[config.mk]
export PLATFORM = sky130hd
export DESIGN_NAME = wb_access
export DESIGN_NICKNAME = d
export VERILOG_FILES = /design/src/hdl/wb_bridge_pkg.sv /design/src/hdl/wb_access.sv
export SDC_FILE = /design/constraint.sdc
export NUM_CORES = 1
export LEC_CHECK = 0
export BUFFER_PORTS_ARGS = -buffer_cell sky130_fd_sc_hd__buf_2
export CAP_MARGIN = 20
export CORE_MARGIN = 1
export CORE_UTILIZATION = 40
export DETAILED_ROUTE_END_ITERATION = 10
export PLACE_DENSITY_LB_ADDON = 0.2
export SYNTH_ARGS = -nofsm -noshare
export SYNTH_HDL_FRONTEND = slang
export SYNTH_SLANG_ARGS = --single-unit
[constraint.sdc]
create_clock -name sys_clk -period 3.3 [get_ports sys_clk]
set_input_delay 0.165 -clock sys_clk [delete_from_list [all_inputs] [get_ports sys_clk]]
set_output_delay 0.165 -clock sys_clk [all_outputs]
set_load 0.01 [all_outputs]
[src/hdl/wb_bridge_pkg.sv]
package wb_bridge_pkg;

   localparam int WORD_W = 32; // width of the host stream and of the wishbone data bus

   // ----------------------------------------------------------
   // command word layout
   // ----------------------------------------------------------
   localparam int OPCODE_LSB     = 0;
   localparam int OPCODE_W       = 2;
   localparam int BLOCK_SIZE_LSB = 2;
   localparam int BLOCK_SIZE_W   = 13; // number of data words moved by one packet
   localparam int CMD_ID_LSB     = 15;
   localparam int CMD_ID_W       = 8;  // tag owned by the host, echoed back with the command
   localparam int BLOCK_POS_BIT  = 23; // set on continuation packets of a larger transfer
   localparam int ADDR_INCR_LSB  = 24;
   localparam int ADDR_INCR_W    = 8;  // address step between the accesses of a burst

   // ----------------------------------------------------------
   // reply layout
   // ----------------------------------------------------------
   // a write reply has no bus data, so this word takes its slot
   localparam logic [WORD_W-1:0] WRITE_FILLER = 32'hdeadbeef;
   localparam int PACKET_ALIGN       = 4; // packets in both directions are a multiple of this
   localparam int RESULT_TIMEOUT_BIT = 0; // the only used bit of the result word

   // opcode in the low bits of the command word
   typedef enum logic [1:0] {
      cmd_read              = 2'd0,
      cmd_write             = 2'd1,
      cmd_read_modify_write = 2'd2
   } cmd_type_e;

   // packet sequencer, get states parse the input and put states build the reply
   typedef enum logic [3:0] {
      get_command,
      get_address,
      get_mask,
      get_data,
      bus_access,
      put_command,
      put_data,
      put_address,
      put_result
   } seq_state_e;

endpackage

[src/hdl/wb_access.sv]
`timescale 1ns/10ps

module wb_access import wb_bridge_pkg::*; #(
   parameter int TIMEOUT_CYCLES = 100
) (
   input  logic              sys_clk,
   input  logic              sys_clk_rst,
   input  logic              start_i,      // one cycle pulse, qualifies the fields below
   input  logic              skip_i,       // finish at once without a bus cycle
   input  logic              we_i,
   input  logic [WORD_W-1:0] adr_i,
   input  logic [WORD_W-1:0] wdata_i,
   input  logic              wb_ack_i,
   input  logic [WORD_W-1:0] wb_dat_i,
   output logic              done_o,       // one cycle pulse at the end of every access
   output logic [WORD_W-1:0] rdata_o,      // zero after a skip or a timeout
   output logic              timed_out_o,
   output logic              wb_cyc_o,
   output logic              wb_stb_o,
   output logic              wb_we_o,
   output logic [WORD_W-1:0] wb_adr_o,
   output logic [WORD_W-1:0] wb_dat_o
);

   localparam int TW = $clog2(TIMEOUT_CYCLES + 1);
   localparam logic [TW-1:0] LAST_TICK = TW'(TIMEOUT_CYCLES - 1);

   logic          cyc_q;  // a bus cycle is open
   logic [TW-1:0] timer;  // cycles spent waiting for ack

   always_ff @(posedge sys_clk) begin
      if (sys_clk_rst) begin
         cyc_q       <= 1'b0;
         timer       <= '0;
         done_o      <= 1'b0;
         timed_out_o <= 1'b0;
      end else begin
         done_o <= 1'b0;
         if (start_i) begin
            cyc_q       <= !skip_i;
            done_o      <= skip_i;   // a skipped access ends in the next cycle
            timed_out_o <= 1'b0;
            timer       <= '0;
         end else if (cyc_q) begin
            if (wb_ack_i) begin
               cyc_q  <= 1'b0;
               done_o <= 1'b1;
            end else if (timer == LAST_TICK) begin
               cyc_q       <= 1'b0;  // the slave gave up, release the bus
               done_o      <= 1'b1;
               timed_out_o <= 1'b1;
            end else begin
               timer <= timer + 1'b1;
            end
         end
      end
   end

   // bus fields are held stable for the whole cycle
   always_ff @(posedge sys_clk) begin
      if (start_i) begin
         wb_we_o  <= we_i;
         wb_adr_o <= adr_i;
         wb_dat_o <= wdata_i;
         rdata_o  <= '0;
      end else if (cyc_q && wb_ack_i) begin
         rdata_o <= wb_dat_i;
      end
   end

   assign wb_cyc_o = cyc_q;
   assign wb_stb_o = cyc_q; // single accesses only, so strobe follows cycle

   // every closing bus cycle ends in a done pulse, with stb dropping together with cyc
   a_close_done: assert property (@(posedge sys_clk) disable iff (sys_clk_rst)
      $fell(wb_cyc_o) |-> (done_o && (wb_stb_o == wb_cyc_o)))
      else $error("wb_access closed a cycle without done");

   // the sequencer waits for done before it launches the next access
   a_start_idle: assert property (@(posedge sys_clk) disable iff (sys_clk_rst)
      start_i |-> (!wb_cyc_o && !done_o))
      else $error("wb_access started while busy");

endmodule

== Word level (Yosys, flattened, before mapping) ==
Cells that the tools add are included.
Storage, ports and cells
  output and inout port bits: 101
  input bits: 102
  logic and storage cells: 25
  register bits after elaboration: 107
Cells by class
  add/sub/neg operators: 1
  muxes and demuxes: 8
  reductions and logical operators: 5
  bitwise gates (word level): 2
  eq/ne operators: 1
Operators by type and width (count)
  2-to-1 mux 1 bit: 8
  adder 7 x 1 -> 7 bit (second input constant): 1
  == test 7 bit (second input constant): 1
  AND reduction 3 bit: 2
  NOT 1 bit: 2
  OR reduction 2 bit: 1
  logical AND 1 bit: 1
  zero test 1 bit: 1

== Depth between registers and ports, before layout ==
Gate-level depths: netlist of run 1.
  word-level depth: 5
  gate-level depth with buffers: 5
  depth with buffers taken out: 4

== Worst setup path before layout of run 1 ==
OpenSTA, ideal clock, no wires.
  path kind: flip-flop to flip-flop
  start point: reg timer[0]
  end point: reg cyc_q, in the netlist wb_cyc_o
  clock period less this slack: 1261 ps
  data arrival time: 1146 ps
  path buffers: 0
  slack: 2039 ps
  data required time: 3185 ps
  library setup time: 115 ps
  stages on the path, launching flop included: 5
  path through: dfxtp_1 -> ha_1 -> nor2b_1 -> a211oi_4 -> a21o_2
On the way
  word-level cells in the longest chain between the ends: 5
RTL lines
  start: declaration: RTL line wb_access.sv:29  | logic [TW-1:0] timer;
  start signal: assignment: RTL line wb_access.sv:53  | timer <= timer + 1'b1;
  == test 7 bit: RTL line wb_access.sv:48  | end else if (timer == LAST_TICK) begin
  2-to-1 mux 1 bit: RTL line wb_access.sv:48
  2-to-1 mux 1 bit: RTL line wb_access.sv:45  | if (wb_ack_i) begin
  2-to-1 mux 1 bit: RTL line wb_access.sv:44  | end else if (cyc_q) begin
  2-to-1 mux 1 bit: RTL line wb_access.sv:39  | if (start_i) begin
  end signal: assignment: RTL line wb_access.sv:40  | cyc_q <= !skip_i;
  end: declaration: RTL line wb_access.sv:28  | logic cyc_q;
No other way between the ends.
A chain may end at the register's enable or synchronous reset.

== Worst setup path after layout of run 1 ==
  start point: reg cyc_q, in the netlist wb_cyc_o
  end point: reg rdata_o[19]
On the way
  word-level cells in the longest chain between the ends: 1
RTL lines
  logical AND 1 bit: RTL line wb_access.sv:66  | end else if (cyc_q && wb_ack_i) begin
  end signal: assignment: RTL line wb_access.sv:67  | rdata_o <= wb_dat_i;
  end: declaration: RTL line wb_access.sv:16  | output logic [WORD_W-1:0] rdata_o,
No other way between the ends.

==> tab_implementation.tex, run 1 <==
\begin{tabular}{lr}
\hline
Metric & Value \\
\hline
\multicolumn{2}{l}{\textbf{Logic synthesis}} \\
\quad Most instantiated cells after synthesis & 69 x sky130\_fd\_sc\_hd\_\_nand2\_1, 65 x sky130\_fd\_sc\_hd\_\_edfxtp\_1, 42 x sky130\_fd\_sc\_hd\_\_dfxtp\_1 \\
\quad Combined area of all synthesized cells & 3560 um\^{}2 \\
\quad Compound-gate portion of the synthesized area & about 7.5\% \\
\quad Dominant combinational cell family by area after synthesis & simple AND/OR/NAND/NOR gates \\
\quad Number of synthesized flops with an enable pin & 65 \\
\quad Number of synthesized register bits & 107 \\
\quad Unique masters post-synth & 27 \\
\quad Post-Synth XOR/XNOR Area & 0\% \\
\quad Share of synthesized cell area in and, or, nand and nor gates & a little over a tenth \\
\quad Synthesized Nets & 363 \\
\quad Arithmetic-cell share of the synthesized area counting full adders, half adders and majority gates & 0.351\% \\
\quad Mux cell area share after synthesis & 0.562\% \\
\quad Yosys top cell area share & 54.8\% \\
\quad Synth area leaders & sky130\_fd\_sc\_hd\_\_edfxtp\_1 55\%, sky130\_fd\_sc\_hd\_\_dfxtp\_1 24\%, sky130\_fd\_sc\_hd\_\_nand2\_1 7.3\% \\
\quad Share of the yosys chip area belonging to registers & 78.4\% \\
\quad Most frequent cell after synthesis & sky130\_fd\_sc\_hd\_\_nand2\_1 \\
\quad Number of instances in the synthesized netlist & 260 \\
\quad Main flop type after synthesis & sky130\_fd\_sc\_hd\_\_edfxtp\_1 \\
\quad Cell type contributing the most total cell area after synthesis & sky130\_fd\_sc\_hd\_\_edfxtp\_1 \\
\quad Fraction of registers with async set/reset & 0\% \\
\quad Synthesis warning total & 0 \\
\quad Post-Synthesis Mean Instance Area & 13.7 um\^{}2 \\
\multicolumn{2}{l}{\textbf{CTS}} \\
\quad Clock root buffer & sky130\_fd\_sc\_hd\_\_clkbuf\_8 \\
\quad Worst-skew pair later-pin latency & roughly 360 ps \\
\quad Post-CTS Resized & 0 \\
\quad Clock transition at the registers of the reported paths & approximately 110 ps \\
\quad Number of levels the H-tree was split into & 3 \\
\quad CTS tree & built \\
\quad Number of clock buffers inserted by TritonCTS & 9 \\
\quad Post-CTS Hold Fix Bufs & 65 \\
\quad Post-CTS setup buffer count & 0 \\
\quad Number of buffers on the longest clock path & 2 \\
\quad Clock sink count & 107 \\
\multicolumn{2}{l}{\textbf{Min path}} \\
\quad Hold Crit Start & wb\_dat\_i[1] \\
\quad Worst min-delay path endpoint & rdata\_o[1] \\
\quad Worst min-delay path category & in2reg \\
\quad Number of stages on the worst hold path & 3 \\
\multicolumn{2}{l}{\textbf{Routing}} \\
\quad Number of nets with antenna violations after detailed routing & 0 \\
\quad DRC violation total after the first TritonRoute iteration & 74 \\
\quad Routed vias & roughly 3,000 \\
\quad DRT Wirelength & 9430 um \\
\quad Post-route DRC violation count & 0 \\
\quad Drt first pass iters & 7 \\
\quad WL/cell & $\sim$15 um \\
\quad Avg Vias per Cell & 4.66 \\
\multicolumn{2}{l}{\textbf{Floorplanning}} \\
\quad Floorplan Core Area & approximately 8700 um\^{}2 \\
\quad Die Span Y & 96.4 um \\
\quad Floorplan die area & 9290 um\^{}2 \\
\quad Initial Utilization & around two fifths \\
\quad Number of cell rows & 34 \\
\quad I/O Pins & 203 \\
\quad Die Width & a little under 100 um \\
\multicolumn{2}{l}{\textbf{Global routing}} \\
\quad Wire length of the first global-routing pass & 13,300 um \\
\quad Initial antenna violation count & 1 \\
\quad Number of global-route vias before repair & between 2,000 and 3,000 \\
\quad Pin count of the biggest net entering global routing & 67 \\
\quad Overall global routing resource usage & roughly a fifth \\
\quad Overall overflow remaining after global route & 0 \\
\multicolumn{2}{l}{\textbf{Setup path}} \\
\quad Critical path fanouts, max & 21 \\
\quad Logic depth of the worst register-to-register path & 4 \\
\quad Data arrival at the endpoint of the critical path & between 1500 and 2000 ps \\
\quad CP Cell Sequence & and2\_1, buf\_16, nand2\_1, a21oi\_1 \\
\quad Required time reported for the critical path endpoint & $\sim$3600 ps \\
\quad Destination of the worst register-to-register timing path & rdata\_o[19] \\
\quad Maximum single-stage delay on the critical path & roughly 520 ps \\
\quad Top cell family by delay on the critical path & simple AND/OR/NAND/NOR gates \\
\quad Launching element type of the critical path & register \\
\quad Critical Path Slowest Stage Cell & sky130\_fd\_sc\_hd\_\_and2\_1 \\
\quad Slack of the worst reg-to-reg path & 1810 ps \\
\quad Buffer and inverter count on the worst path & 1 \\
\quad Startpoint-to-endpoint class of the critical path & reg2reg \\
\quad Category of the worst setup path capture point & register \\
\quad R2r startpoint & wb\_cyc\_o \\
\multicolumn{2}{l}{\textbf{STA}} \\
\quad Setup repair after global routing missed its margin & false \\
\quad Part of the cycle the worst path needs & 45.2\% \\
\quad Maximum achievable frequency & 670 MHz \\
\quad Relative slew slack & 49.4\% \\
\quad Hold violation total from the final report & 0 \\
\quad Post-route minimum period & 1490 ps \\
\quad Max-slew violations & 0 \\
\quad Setup TNS & 0 ps \\
\quad Final setup vio count & 0 \\
\quad Setup Skew & between 10 and 15 ps \\
\quad Worst-margin pin slew & 759 ps \\
\multicolumn{2}{l}{\textbf{Place}} \\
\quad PortBufs & around 200 \\
\quad Post-DP HPWL & 6010 um \\
\quad Routability congestion estimate from global placement & 0.785 \\
\multicolumn{2}{l}{\textbf{Pwr}} \\
\quad Maximum resistive drop on vdd & 0.000213 V \\
\quad Areal power density over the cells & 471 nW/um\^{}2 \\
\quad Leakage power & 2.38 nW \\
\multicolumn{2}{l}{\textbf{Final layout}} \\
\quad Total number of nets in the final design & about 630 \\
\quad Area growth syn-to-layout & 55.8\% \\
\quad Fraction of final layout cells with drive strength greater than 1 & 42.4\% \\
\quad Fraction of the core area covered by cells at the end of the flow & 64.0\% \\
\multicolumn{2}{l}{\textbf{Run status}} \\
\quad Status & completed \\
\multicolumn{2}{l}{\textbf{Flow run}} \\
\quad Count of max-cap constraint violations & 0 \\
\hline
\end{tabular}
## layout by cell type, fill, tap and decap left out
| cell | count |
|---|---|
| sky130_fd_sc_hd__nand4_1 | 2 |
| sky130_fd_sc_hd__or3_1 | 5 |
| sky130_fd_sc_hd__clkinv_2 | 1 |
| sky130_fd_sc_hd__a21o_2 | 1 |
| sky130_fd_sc_hd__clkbuf_8 | 9 |
| sky130_fd_sc_hd__and2_1 | 1 |
| sky130_fd_sc_hd__or2_2 | 1 |
| sky130_fd_sc_hd__nand2_1 | 69 |
| sky130_fd_sc_hd__o41ai_1 | 1 |
| sky130_fd_sc_hd__diode_2 | 1 |
| sky130_fd_sc_hd__nor3b_1 | 1 |
| sky130_fd_sc_hd__a21oi_1 | 38 |
| sky130_fd_sc_hd__ha_1 | 1 |
| sky130_fd_sc_hd__nor2b_1 | 1 |
| sky130_fd_sc_hd__inv_1 | 2 |
| sky130_fd_sc_hd__bufinv_16 | 1 |
| sky130_fd_sc_hd__a211oi_4 | 1 |
| sky130_fd_sc_hd__buf_16 | 2 |
| sky130_fd_sc_hd__inv_6 | 3 |
| sky130_fd_sc_hd__mux2i_1 | 2 |
| sky130_fd_sc_hd__nor2_1 | 2 |
| sky130_fd_sc_hd__clkinv_4 | 1 |
| sky130_fd_sc_hd__nand3b_1 | 4 |
| sky130_fd_sc_hd__o21ai_0 | 4 |
| sky130_fd_sc_hd__a211o_2 | 1 |
| sky130_fd_sc_hd__buf_2 | 201 |
| sky130_fd_sc_hd__and4bb_4 | 1 |
| sky130_fd_sc_hd__dlygate4sd3_1 | 65 |
| sky130_fd_sc_hd__buf_4 | 3 |
| sky130_fd_sc_hd__edfxtp_1 | 65 |
| sky130_fd_sc_hd__dfxtp_1 | 42 |
| sky130_fd_sc_hd__a41oi_1 | 1 |
| sky130_fd_sc_hd__clkinv_1 | 1 |
## final cells by class
class	instances	area, um^2
timing repair buffer	271	1730
clock buffer	9	124
tap	108	135
inverter	2	7.51
clock inverter	7	73.8
sequential	107	2790
antenna	1	2.50
multi-input combinational	137	682
fill	695	3130
## through the flow
stage                     setup slack, ps  power (W)  hold slack (ps)  cell area, um^2  instances
after global placement               1570    0.00177              341             4650        558
after global routing                 1690    0.00274             11.6             5550        642
after detailed placement             1450    0.00178              343             4650        558
after CTS                            1430    0.00264             15.0             5490        639
final                                1810    0.00261             33.3             5550        642
after floorplan                      2040    0.00163              264             3560        260
## power breakdown
group          switching, W  leakage, nW  internal (W)
Clock              0.000444        0.102      0.000357
Combinational      0.000138         1.31      0.000156
Sequential        0.0000231        0.976       0.00150
## registers in the layout (all words and copies together) (netlist names)
register,cells
done_o,1
timed_out_o,1
wb_cyc_o,1
wb_we_o,1
wb_dat_o,32
timer,7
wb_adr_o,32
rdata_o,32
## layer usage
layer | GRT usage (%) | wire length [um] | part of all wire (%) | vias to the layer above
li1 | - | - | - | 1449
met1 | 21.8 | 3530 | 37 | 1383
met2 | 35.1 | 4890 | 52 | 138
met3 | 5.63 | 772 | 8.2 | 20
met4 | 8.58 | 243 | 2.6 | 0
met5 | 0 | 0 | 0 | -
## cells by family (layout without fill, tap and decap cells)
logic type / count (synthesis) / in the layout
buffers and inverters: 16 / 289
other: 0 / 1
AND/OR/NAND/NOR: 87 / 87
multiplexers: 2 / 2
AO/OA/AOI/OAI: 47 / 47
flip-flops: 107 / 107
adder cells (fa/ha/maj): 1 / 1
## worst max-delay path by stage
stage / cells after the start / end / start / slack (ps)
after floorplan: 4 / wb_cyc_o / timer[0] / 2040
after global placement: 3 / rdata_o[15] / wb_cyc_o / 1570
after detailed placement: 3 / rdata_o[19] / wb_cyc_o / 1450
after CTS: 3 / rdata_o[19] / wb_cyc_o / 1430
after global routing: 4 / rdata_o[2] / wb_cyc_o / 1690
final: 4 / rdata_o[19] / wb_cyc_o / 1810
## worst reg2reg max path: cells and delay by family (launching register included)
kind / cells / cell delay, ps
AOI/OAI and AO/OA: 1 / 130
buffers and inverters: 1 / 220
DFF: 1 / 480
and+or+nand+nor: 2 / 600
Note: power is estimated with default switching activity, not from simulation.
==> run 2, diff against run 1 <==
clock period = 1.4 ns   (was 3.3 ns; I/O delays follow)
==> run 2 against run 1 <==
Die area unchanged. Sequential cell count did not move. Largest power group unchanged. Combinational power rose to 2.7 times the previous value. Count of clock-buffer cells in the layout is the same. Non-clock buffer count grew 40. Critical path type unchanged. Sequential share of layout area is 3.1 points lower. Via count increased by 4.1%. Highest routed layer unchanged. Final cell count up 5.9%.
==> tab_implementation.tex, run 2 (synthesis results as in run 1) <==
\begin{tabular}{lr}
\hline
Metric & Value \\
\hline
\multicolumn{2}{l}{\textbf{Global routing}} \\
\quad Pin count of the biggest net entering global routing & 48 (-28\%) \\
\quad Wire length of the first global-routing pass & 14,400 um (+7.8\%) \\
\quad Initial antenna violation count & 0 (-1) \\
\quad Number of global-route vias before repair & 3,048 (+13\%) \\
\quad Overall global routing resource usage & 20.9\% (+1.2 points) \\
\quad Overall overflow remaining after global route & 0 (unchanged) \\
\multicolumn{2}{l}{\textbf{Place}} \\
\quad Routability congestion estimate from global placement & 0.741 (-5.7\%) \\
\quad Placement Setup Slack & -36.7 ps (-1490 ps) \\
\quad Post-DP HPWL & 6070 um (+0.96\%) \\
\quad PortBufs & 202 (unchanged) \\
\quad Number of cells in the design after placement & 565 (+1.3\%) \\
\multicolumn{2}{l}{\textbf{Setup path}} \\
\quad Destination of the worst register-to-register timing path & timer[1] \\
\quad Category of the worst setup path capture point & register \\
\quad Required time reported for the critical path endpoint & 1680 ps (-1900 ps) \\
\quad Logic depth of the worst register-to-register path & 4 (unchanged) \\
\quad Data arrival at the endpoint of the critical path & 1620 ps (-150 ps) \\
\quad R2r startpoint & timer[0] \\
\quad Startpoint-to-endpoint class of the critical path & reg2reg \\
\quad Launching instance or port of the critical path & timer[0] \\
\quad Launching element type of the critical path & register \\
\quad Slack of the worst reg-to-reg path & 60 ps (-1750 ps) \\
\quad Critical path fanouts, max & 4 (-81\%) \\
\multicolumn{2}{l}{\textbf{Routing}} \\
\quad Routed vias & 3,113 (+4.1\%) \\
\quad DRT Wirelength & 10,000 um (+6.5\%) \\
\quad DRC violation total after the first TritonRoute iteration & 65 (-12\%) \\
\quad WL/cell & 14.8 um (+0.59\%) \\
\quad Number of nets with antenna violations after detailed routing & 0 (unchanged) \\
\quad Avg Vias per Cell & 4.58 (-1.7\%) \\
\quad Drt first pass iters & 4 (-3) \\
\quad Post-route DRC violation count & 0 (unchanged) \\
\multicolumn{2}{l}{\textbf{STA}} \\
\quad Setup Skew & 9.03 ps (-5.37 ps) \\
\quad Relative slew slack & 60.4\% (+11 points) \\
\quad Final setup vio count & 0 (unchanged) \\
\quad Maximum achievable frequency & 745 MHz (+11\%) \\
\quad Setup repair after global routing missed its margin & false \\
\quad Setup slack of the critical path after layout & 58.0 ps (-1750 ps) \\
\quad Part of the cycle the worst path needs & 95.9\% (+51 points) \\
\quad Max-slew violations & 0 (unchanged) \\
\quad Hold violation total from the final report & 0 (unchanged) \\
\quad Worst-margin pin slew & 594 ps (-165 ps) \\
\quad Post-route minimum period & 1340 ps (-150 ps) \\
\multicolumn{2}{l}{\textbf{Floorplanning}} \\
\quad Number of cell rows & 34 (unchanged) \\
\quad Floorplan Core Area & 8680 um\^{}2 (unchanged) \\
\quad Floorplan die area & 9290 um\^{}2 (unchanged) \\
\quad Die Width & 96.4 um (unchanged) \\
\quad Die Span Y & 96.4 um (unchanged) \\
\quad Initial Utilization & 41.0\% (unchanged) \\
\quad I/O Pins & 203 (unchanged) \\
\multicolumn{2}{l}{\textbf{Final layout}} \\
\quad Most common cell after layout, fill and taps aside & sky130\_fd\_sc\_hd\_\_buf\_2 \\
\quad Commonest cells after routing, fill and taps aside & 201 x sky130\_fd\_sc\_hd\_\_buf\_2, 99 x sky130\_fd\_sc\_hd\_\_dlygate4sd3\_1, 69 x sky130\_fd\_sc\_hd\_\_nand2\_1 \\
\quad Final Non-Filler Cells & 680 (+5.9\%) \\
\quad Total number of nets in the final design & 671 (+6.3\%) \\
\quad Registers with the highest flip-flop counts & rdata\_o x32, wb\_adr\_o x32, wb\_dat\_o x32 \\
\quad Fraction of final layout cells with drive strength greater than 1 & 41.3\% (-1.1 points) \\
\quad Number of fillers in the final layout & 641 (-7.8\%) \\
\quad Area growth syn-to-layout & 66.4\% \\
\quad \# diodes & 0 (-1) \\
\multicolumn{2}{l}{\textbf{CTS}} \\
\quad Clock root buffer & sky130\_fd\_sc\_hd\_\_clkbuf\_8 \\
\quad Number of levels the H-tree was split into & 3 (unchanged) \\
\quad Number of clock buffers inserted by TritonCTS & 9 (unchanged) \\
\quad CTS tree & built \\
\quad Clock transition at the registers of the reported paths & 100 ps (about the same) \\
\quad Clock sink count & 107 (unchanged) \\
\quad Worst-skew pair later-pin latency & 360 ps (about the same) \\
\quad Number of buffers on the longest clock path & 2 (unchanged) \\
\multicolumn{2}{l}{\textbf{Min path}} \\
\quad Number of stages on the worst hold path & 3 (unchanged) \\
\quad Hold Crit Start & wb\_ack\_i \\
\quad Worst min-delay path endpoint & done\_o \\
\quad Worst min-delay path category & in2reg \\
\multicolumn{2}{l}{\textbf{Flow run}} \\
\quad Count of max-cap constraint violations & 0 (unchanged) \\
\multicolumn{2}{l}{\textbf{Run status}} \\
\quad Status & completed \\
\multicolumn{2}{l}{\textbf{Pwr}} \\
\quad Leakage power & 2.54 nW (+6.4\%) \\
\quad Overall power after layout & 0.00625 W (+140\%) \\
\quad Maximum resistive drop on vdd & 0.000555 V (+160\%) \\
\quad Areal power density over the cells & 1050 nW/um\^{}2 (+120\%) \\
\hline
\end{tabular}
run 2: final cells by class:
cell class	instances	area, um^2	area share (%)
sequential	107	2800	47.2
timing repair buffer	311	2100	35.5
multi-input combinational	137	687	11.6
tap	108	135	2.28
clock buffer	9	124	2.09
clock inverter	6	73.8	1.25
inverter	2	7.51	0.127
run 2: critical path, stage by stage (launching register included):
cell and delay [ps]:
sky130_fd_sc_hd__dfxtp_2 330, sky130_fd_sc_hd__ha_2 180, sky130_fd_sc_hd__nor2b_2 190, sky130_fd_sc_hd__a211oi_4 330, sky130_fd_sc_hd__mux2i_1 230
run 2: timing repair:
action / CTS / global route
endpoints found under the hold margin: 98 / 0
pin swaps: 1 / 0
setup endpoints to repair: 2 / 2
setup buffers: 2 / 0
gates resized for setup: 3 / 1
hold buffers: 99 / 0
run 2: how the worst max path moves through the flow:
stage               endpoint  slack (ps)  cells after the start
CTS                   done_o          10                      4
finish              timer[1]          60                      4
floorplan           wb_cyc_o         140                      4
global route        timer[5]          20                      3
detailed placement  timer[1]         -40                      5
global placement    timer[0]          60                      5
run 2: power breakdown:
group	internal, W	switching, W	total (W)
clock	0.000840	0.00104	0.00188
sequential	0.00353	0.0000539	0.00358
combinational	0.000435	0.000347	0.000782
total	0.00480	0.00144	0.00625
run 2: metal layers:
metal	track usage (%)	part of all wire (%)
met1	21.7	38
met3	5.40	6.8
met2	39.7	53
met5	0	0
met4	8.46	1.8
run 2: through the flow:
stage               hold slack (ps)  area (um^2)  utilization, %  setup TNS, ps
floorplan                       169         3560               -              0
global placement                246         4720            54.4              0
detailed placement              248         4720            54.4          -42.3
CTS                             120         5920            68.3              0
global route                    130         5930            68.3              0
finish                          134         5930            68.3              0
==> run 3, diff against run 2 <==
ABC_CLOCK_PERIOD_IN_PS = 1400   (was default)
CORE_UTILIZATION = 43   (was 40)
GPL_TIMING_DRIVEN = 0   (was default)
==> run 3 against run 2 <==
Combinational power up 1%. Fmax up 1.7%. Sequential share of layout area about the same. Core utilization up 6.8 points. First-iteration DRC count up 110%. Clock power down 2%. Critical path depth unchanged.
==> tab_implementation.tex, run 3 (synthesis results as in run 1) <==
\begin{tabular}{lr}
\hline
Metric & Value \\
\hline
\multicolumn{2}{l}{\textbf{CTS}} \\
\quad Worst-skew pair later-pin latency & 370 ps (about the same) \\
\quad Clock sink count & 107 (unchanged) \\
\quad Clock root buffer & sky130\_fd\_sc\_hd\_\_clkbuf\_8 \\
\quad Number of levels the H-tree was split into & 3 (unchanged) \\
\quad Number of clock buffers inserted by TritonCTS & 9 (unchanged) \\
\quad Number of buffers on the longest clock path & 2 (unchanged) \\
\quad Clock transition at the registers of the reported paths & 100 ps (about the same) \\
\quad CTS tree & built \\
\multicolumn{2}{l}{\textbf{Final layout}} \\
\quad Registers with the highest flip-flop counts & rdata\_o x32, wb\_adr\_o x32, wb\_dat\_o x32 \\
\quad Fin area & 5920 um\^{}2 (about the same) \\
\quad Number of fillers in the final layout & 523 (-18\%) \\
\quad Area taken by flip-flops and latches & 2800 um\^{}2 (unchanged) \\
\quad Final Non-Filler Cells & 681 (+0.15\%) \\
\quad Fraction of final layout cells with drive strength greater than 1 & 40.8\% (-0.43 points) \\
\quad Commonest cells after routing, fill and taps aside & 206 x sky130\_fd\_sc\_hd\_\_buf\_2, 99 x sky130\_fd\_sc\_hd\_\_dlygate4sd3\_1, 69 x sky130\_fd\_sc\_hd\_\_nand2\_1 \\
\quad Area occupied by multi-input gates & 689 um\^{}2 (+0.36\%) \\
\quad Fraction of the core area covered by cells at the end of the flow & 75.1\% (+6.8 points) \\
\quad Most common cell after layout, fill and taps aside & sky130\_fd\_sc\_hd\_\_buf\_2 \\
\quad Total number of nets in the final design & 676 (+0.75\%) \\
\quad Area growth syn-to-layout & 66.3\% (about the same) \\
\multicolumn{2}{l}{\textbf{Setup path}} \\
\quad Top cell family by delay on the critical path & simple AND/OR/NAND/NOR gates \\
\quad Data arrival at the endpoint of the critical path & 1620 ps (about the same) \\
\quad Logic depth of the worst register-to-register path & 4 (unchanged) \\
\quad Launching element type of the critical path & register \\
\quad Maximum single-stage delay on the critical path & 370 ps (+40 ps) \\
\quad Buffer and inverter count on the worst path & 0 (unchanged) \\
\quad Critical Path Slowest Stage Cell & sky130\_fd\_sc\_hd\_\_dfxtp\_1 \\
\quad Required time reported for the critical path endpoint & 1700 ps (+20 ps) \\
\quad Destination of the worst register-to-register timing path & timer[6] \\
\quad CP Cell Sequence & ha\_1, nand4\_1, or3\_1, a21oi\_1 \\
\quad Slack of the worst reg-to-reg path & 80 ps (+20 ps) \\
\quad Critical path fanouts, max & 4 (unchanged) \\
\quad Category of the worst setup path capture point & register \\
\quad R2r startpoint & timer[1] \\
\quad Startpoint-to-endpoint class of the critical path & reg2reg \\
\multicolumn{2}{l}{\textbf{Pwr}} \\
\quad Cell internal pwr & 0.00470 W (-2.2\%) \\
\quad Proportion of power drawn by combinational gates & 12.7\% (+0.2 points) \\
\quad Leakage power & 2.54 nW (+0.18\%) \\
\quad Power spent charging and discharging nets & 0.00153 W (+5.7\%) \\
\quad Maximum resistive drop on vdd & 0.000537 V (-3.3\%) \\
\quad Reg power frac & 57.7\% (+0.3 points) \\
\quad Areal power density over the cells & 1050 nW/um\^{}2 (-0.31\%) \\
\quad Net Sw Frac & 24.5\% (+1.4 points) \\
\quad Clock network power share & 29.6\% (-0.5 points) \\
\multicolumn{2}{l}{\textbf{Place}} \\
\quad Post-DP HPWL & 6460 um (+6.4\%) \\
\quad Post-Place Cell Area & 4720 um\^{}2 (about the same) \\
\quad PortBufs & 202 (unchanged) \\
\quad Placement Setup Slack & -174 ps (-137 ps) \\
\quad Routability congestion estimate from global placement & 0.775 (+4.7\%) \\
\quad Number of cells in the design after placement & 565 (unchanged) \\
\multicolumn{2}{l}{\textbf{Min path}} \\
\quad Hold Crit Start & wb\_ack\_i \\
\quad Number of stages on the worst hold path & 4 (+1) \\
\quad Worst min-delay path endpoint & timer[6] \\
\quad Worst min-delay path category & in2reg \\
\multicolumn{2}{l}{\textbf{STA}} \\
\quad Post-route minimum period & 1320 ps (-22.1 ps) \\
\quad Hold violation total from the final report & 0 (unchanged) \\
\quad Setup TNS & 0 ps (unchanged) \\
\quad Max-slew violations & 0 (unchanged) \\
\quad Setup slack of the critical path after layout & 80.0 ps (+22.1 ps) \\
\quad Part of the cycle the worst path needs & 94.3\% (-1.6 points) \\
\quad Final setup vio count & 0 (unchanged) \\
\quad Worst-margin pin slew & 563 ps (-31.0 ps) \\
\quad Setup repair after global routing missed its margin & false \\
\quad Relative slew slack & 62.4\% (+2.1 points) \\
\quad Maximum achievable frequency & 758 MHz (+1.7\%) \\
\quad Setup Skew & 14.0 ps (+4.95 ps) \\
\multicolumn{2}{l}{\textbf{Floorplanning}} \\
\quad I/O Pins & 203 (unchanged) \\
\quad Die Span Y & 93.0 um (-3.5\%) \\
\quad Floorplan Core Area & 7890 um\^{}2 (-9.1\%) \\
\quad Initial Utilization & 45.2\% (+4.1 points) \\
\quad Floorplan die area & 8650 um\^{}2 (-6.8\%) \\
\quad Number of cell rows & 32 (-5.9\%) \\
\quad Die Width & 93.0 um (-3.5\%) \\
\multicolumn{2}{l}{\textbf{Global routing}} \\
\quad Overall global routing resource usage & 25.2\% (+4.3 points) \\
\quad Number of global-route vias before repair & 3,306 (+8.5\%) \\
\quad Wire length of the first global-routing pass & 16,200 um (+13\%) \\
\quad Pin count of the biggest net entering global routing & 46 (-4.2\%) \\
\quad Overall overflow remaining after global route & 0 (unchanged) \\
\quad Initial antenna violation count & 0 (unchanged) \\
\multicolumn{2}{l}{\textbf{Routing}} \\
\quad DRT Wirelength & 10,700 um (+6.7\%) \\
\quad Drt first pass iters & 4 (unchanged) \\
\quad Number of nets with antenna violations after detailed routing & 0 (unchanged) \\
\quad Avg Vias per Cell & 4.68 (+2.1\%) \\
\quad Routed vias & 3,184 (+2.3\%) \\
\quad WL/cell & 15.7 um (+6.6\%) \\
\quad Post-route DRC violation count & 0 (unchanged) \\
\quad DRC violation total after the first TritonRoute iteration & 139 (+110\%) \\
\multicolumn{2}{l}{\textbf{Flow run}} \\
\quad Count of max-cap constraint violations & 0 (unchanged) \\
\multicolumn{2}{l}{\textbf{Run status}} \\
\quad Status & completed \\
\hline
\end{tabular}
-- run 3: worst max-delay path by stage --
stage / depth (start not counted) / slack, ps / startpoint / endpoint
after global placement: 4 / -780 / start_i / rdata_o[31]
after CTS: 4 / 40 / timer[0] / timer[1]
after detailed placement: 4 / -170 / start_i / rdata_o[0]
final: 4 / 80 / timer[1] / timer[6]
after floorplan: 4 / 140 / timer[0] / wb_cyc_o
after global routing: 4 / 10 / timer[1] / timer[6]
-- run 3: worst min-delay path: stages --
cell                       delay, ps
sky130_fd_sc_hd__buf_2           110
sky130_fd_sc_hd__nand3b_1        110
sky130_fd_sc_hd__or3_1            90
sky130_fd_sc_hd__a21oi_1          60
-- run 3: layout make-up --
class,count,share of cell area [%]
flip-flops and latches,107,47.2
repair buffers,302,34.1
multi-input cells,137,11.6
clock buffers,10,2.32
well taps,102,2.15
plain buffers,14,1.35
clock inverters,6,1.04
inverters,2,0.127
diodes,1,0.0422
-- run 3: power groups by stage --
stage | Sequential [W] | Clock [W] | Combinational (W)
3_5_place_dp | 0.00365 | 0 | 0.000556
2_1_floorplan | 0.00375 | 0 | 0.0000825
6_report | 0.00359 | 0.00184 | 0.000791
5_1_grt | 0.00361 | 0.00198 | 0.000851
3_3_place_gp | 0.00364 | 0 | 0.000537
4_1_cts | 0.00358 | 0.00185 | 0.000778
-- run 3: per-layer routing --
layer / track usage, % / routed length [um]
met5: 0 / 0
met4: 10.6 / 233
met3: 6.67 / 773
met2: 47.1 / 5750
met1: 26.6 / 3970
-- run 3: what timing repair did --
| item | in CTS | in global routing |
|---|---|---|
| buffers inserted | 0 | 0 |
| resized for setup | 1 | 3 |
| pin swaps | 0 | 0 |
| hold buffers | 99 | 0 |
| endpoints found under the hold margin | 98 | 0 |
| endpoints found under the setup margin | 2 | 5 |
-- run 3: per-stage QoR --
step           power [W]  hold WS [ps]
3_3_place_gp     0.00418           247
6_report         0.00622           121
4_1_cts          0.00621           118
3_5_place_dp     0.00421           248
5_1_grt          0.00644           126
2_1_floorplan    0.00384           169
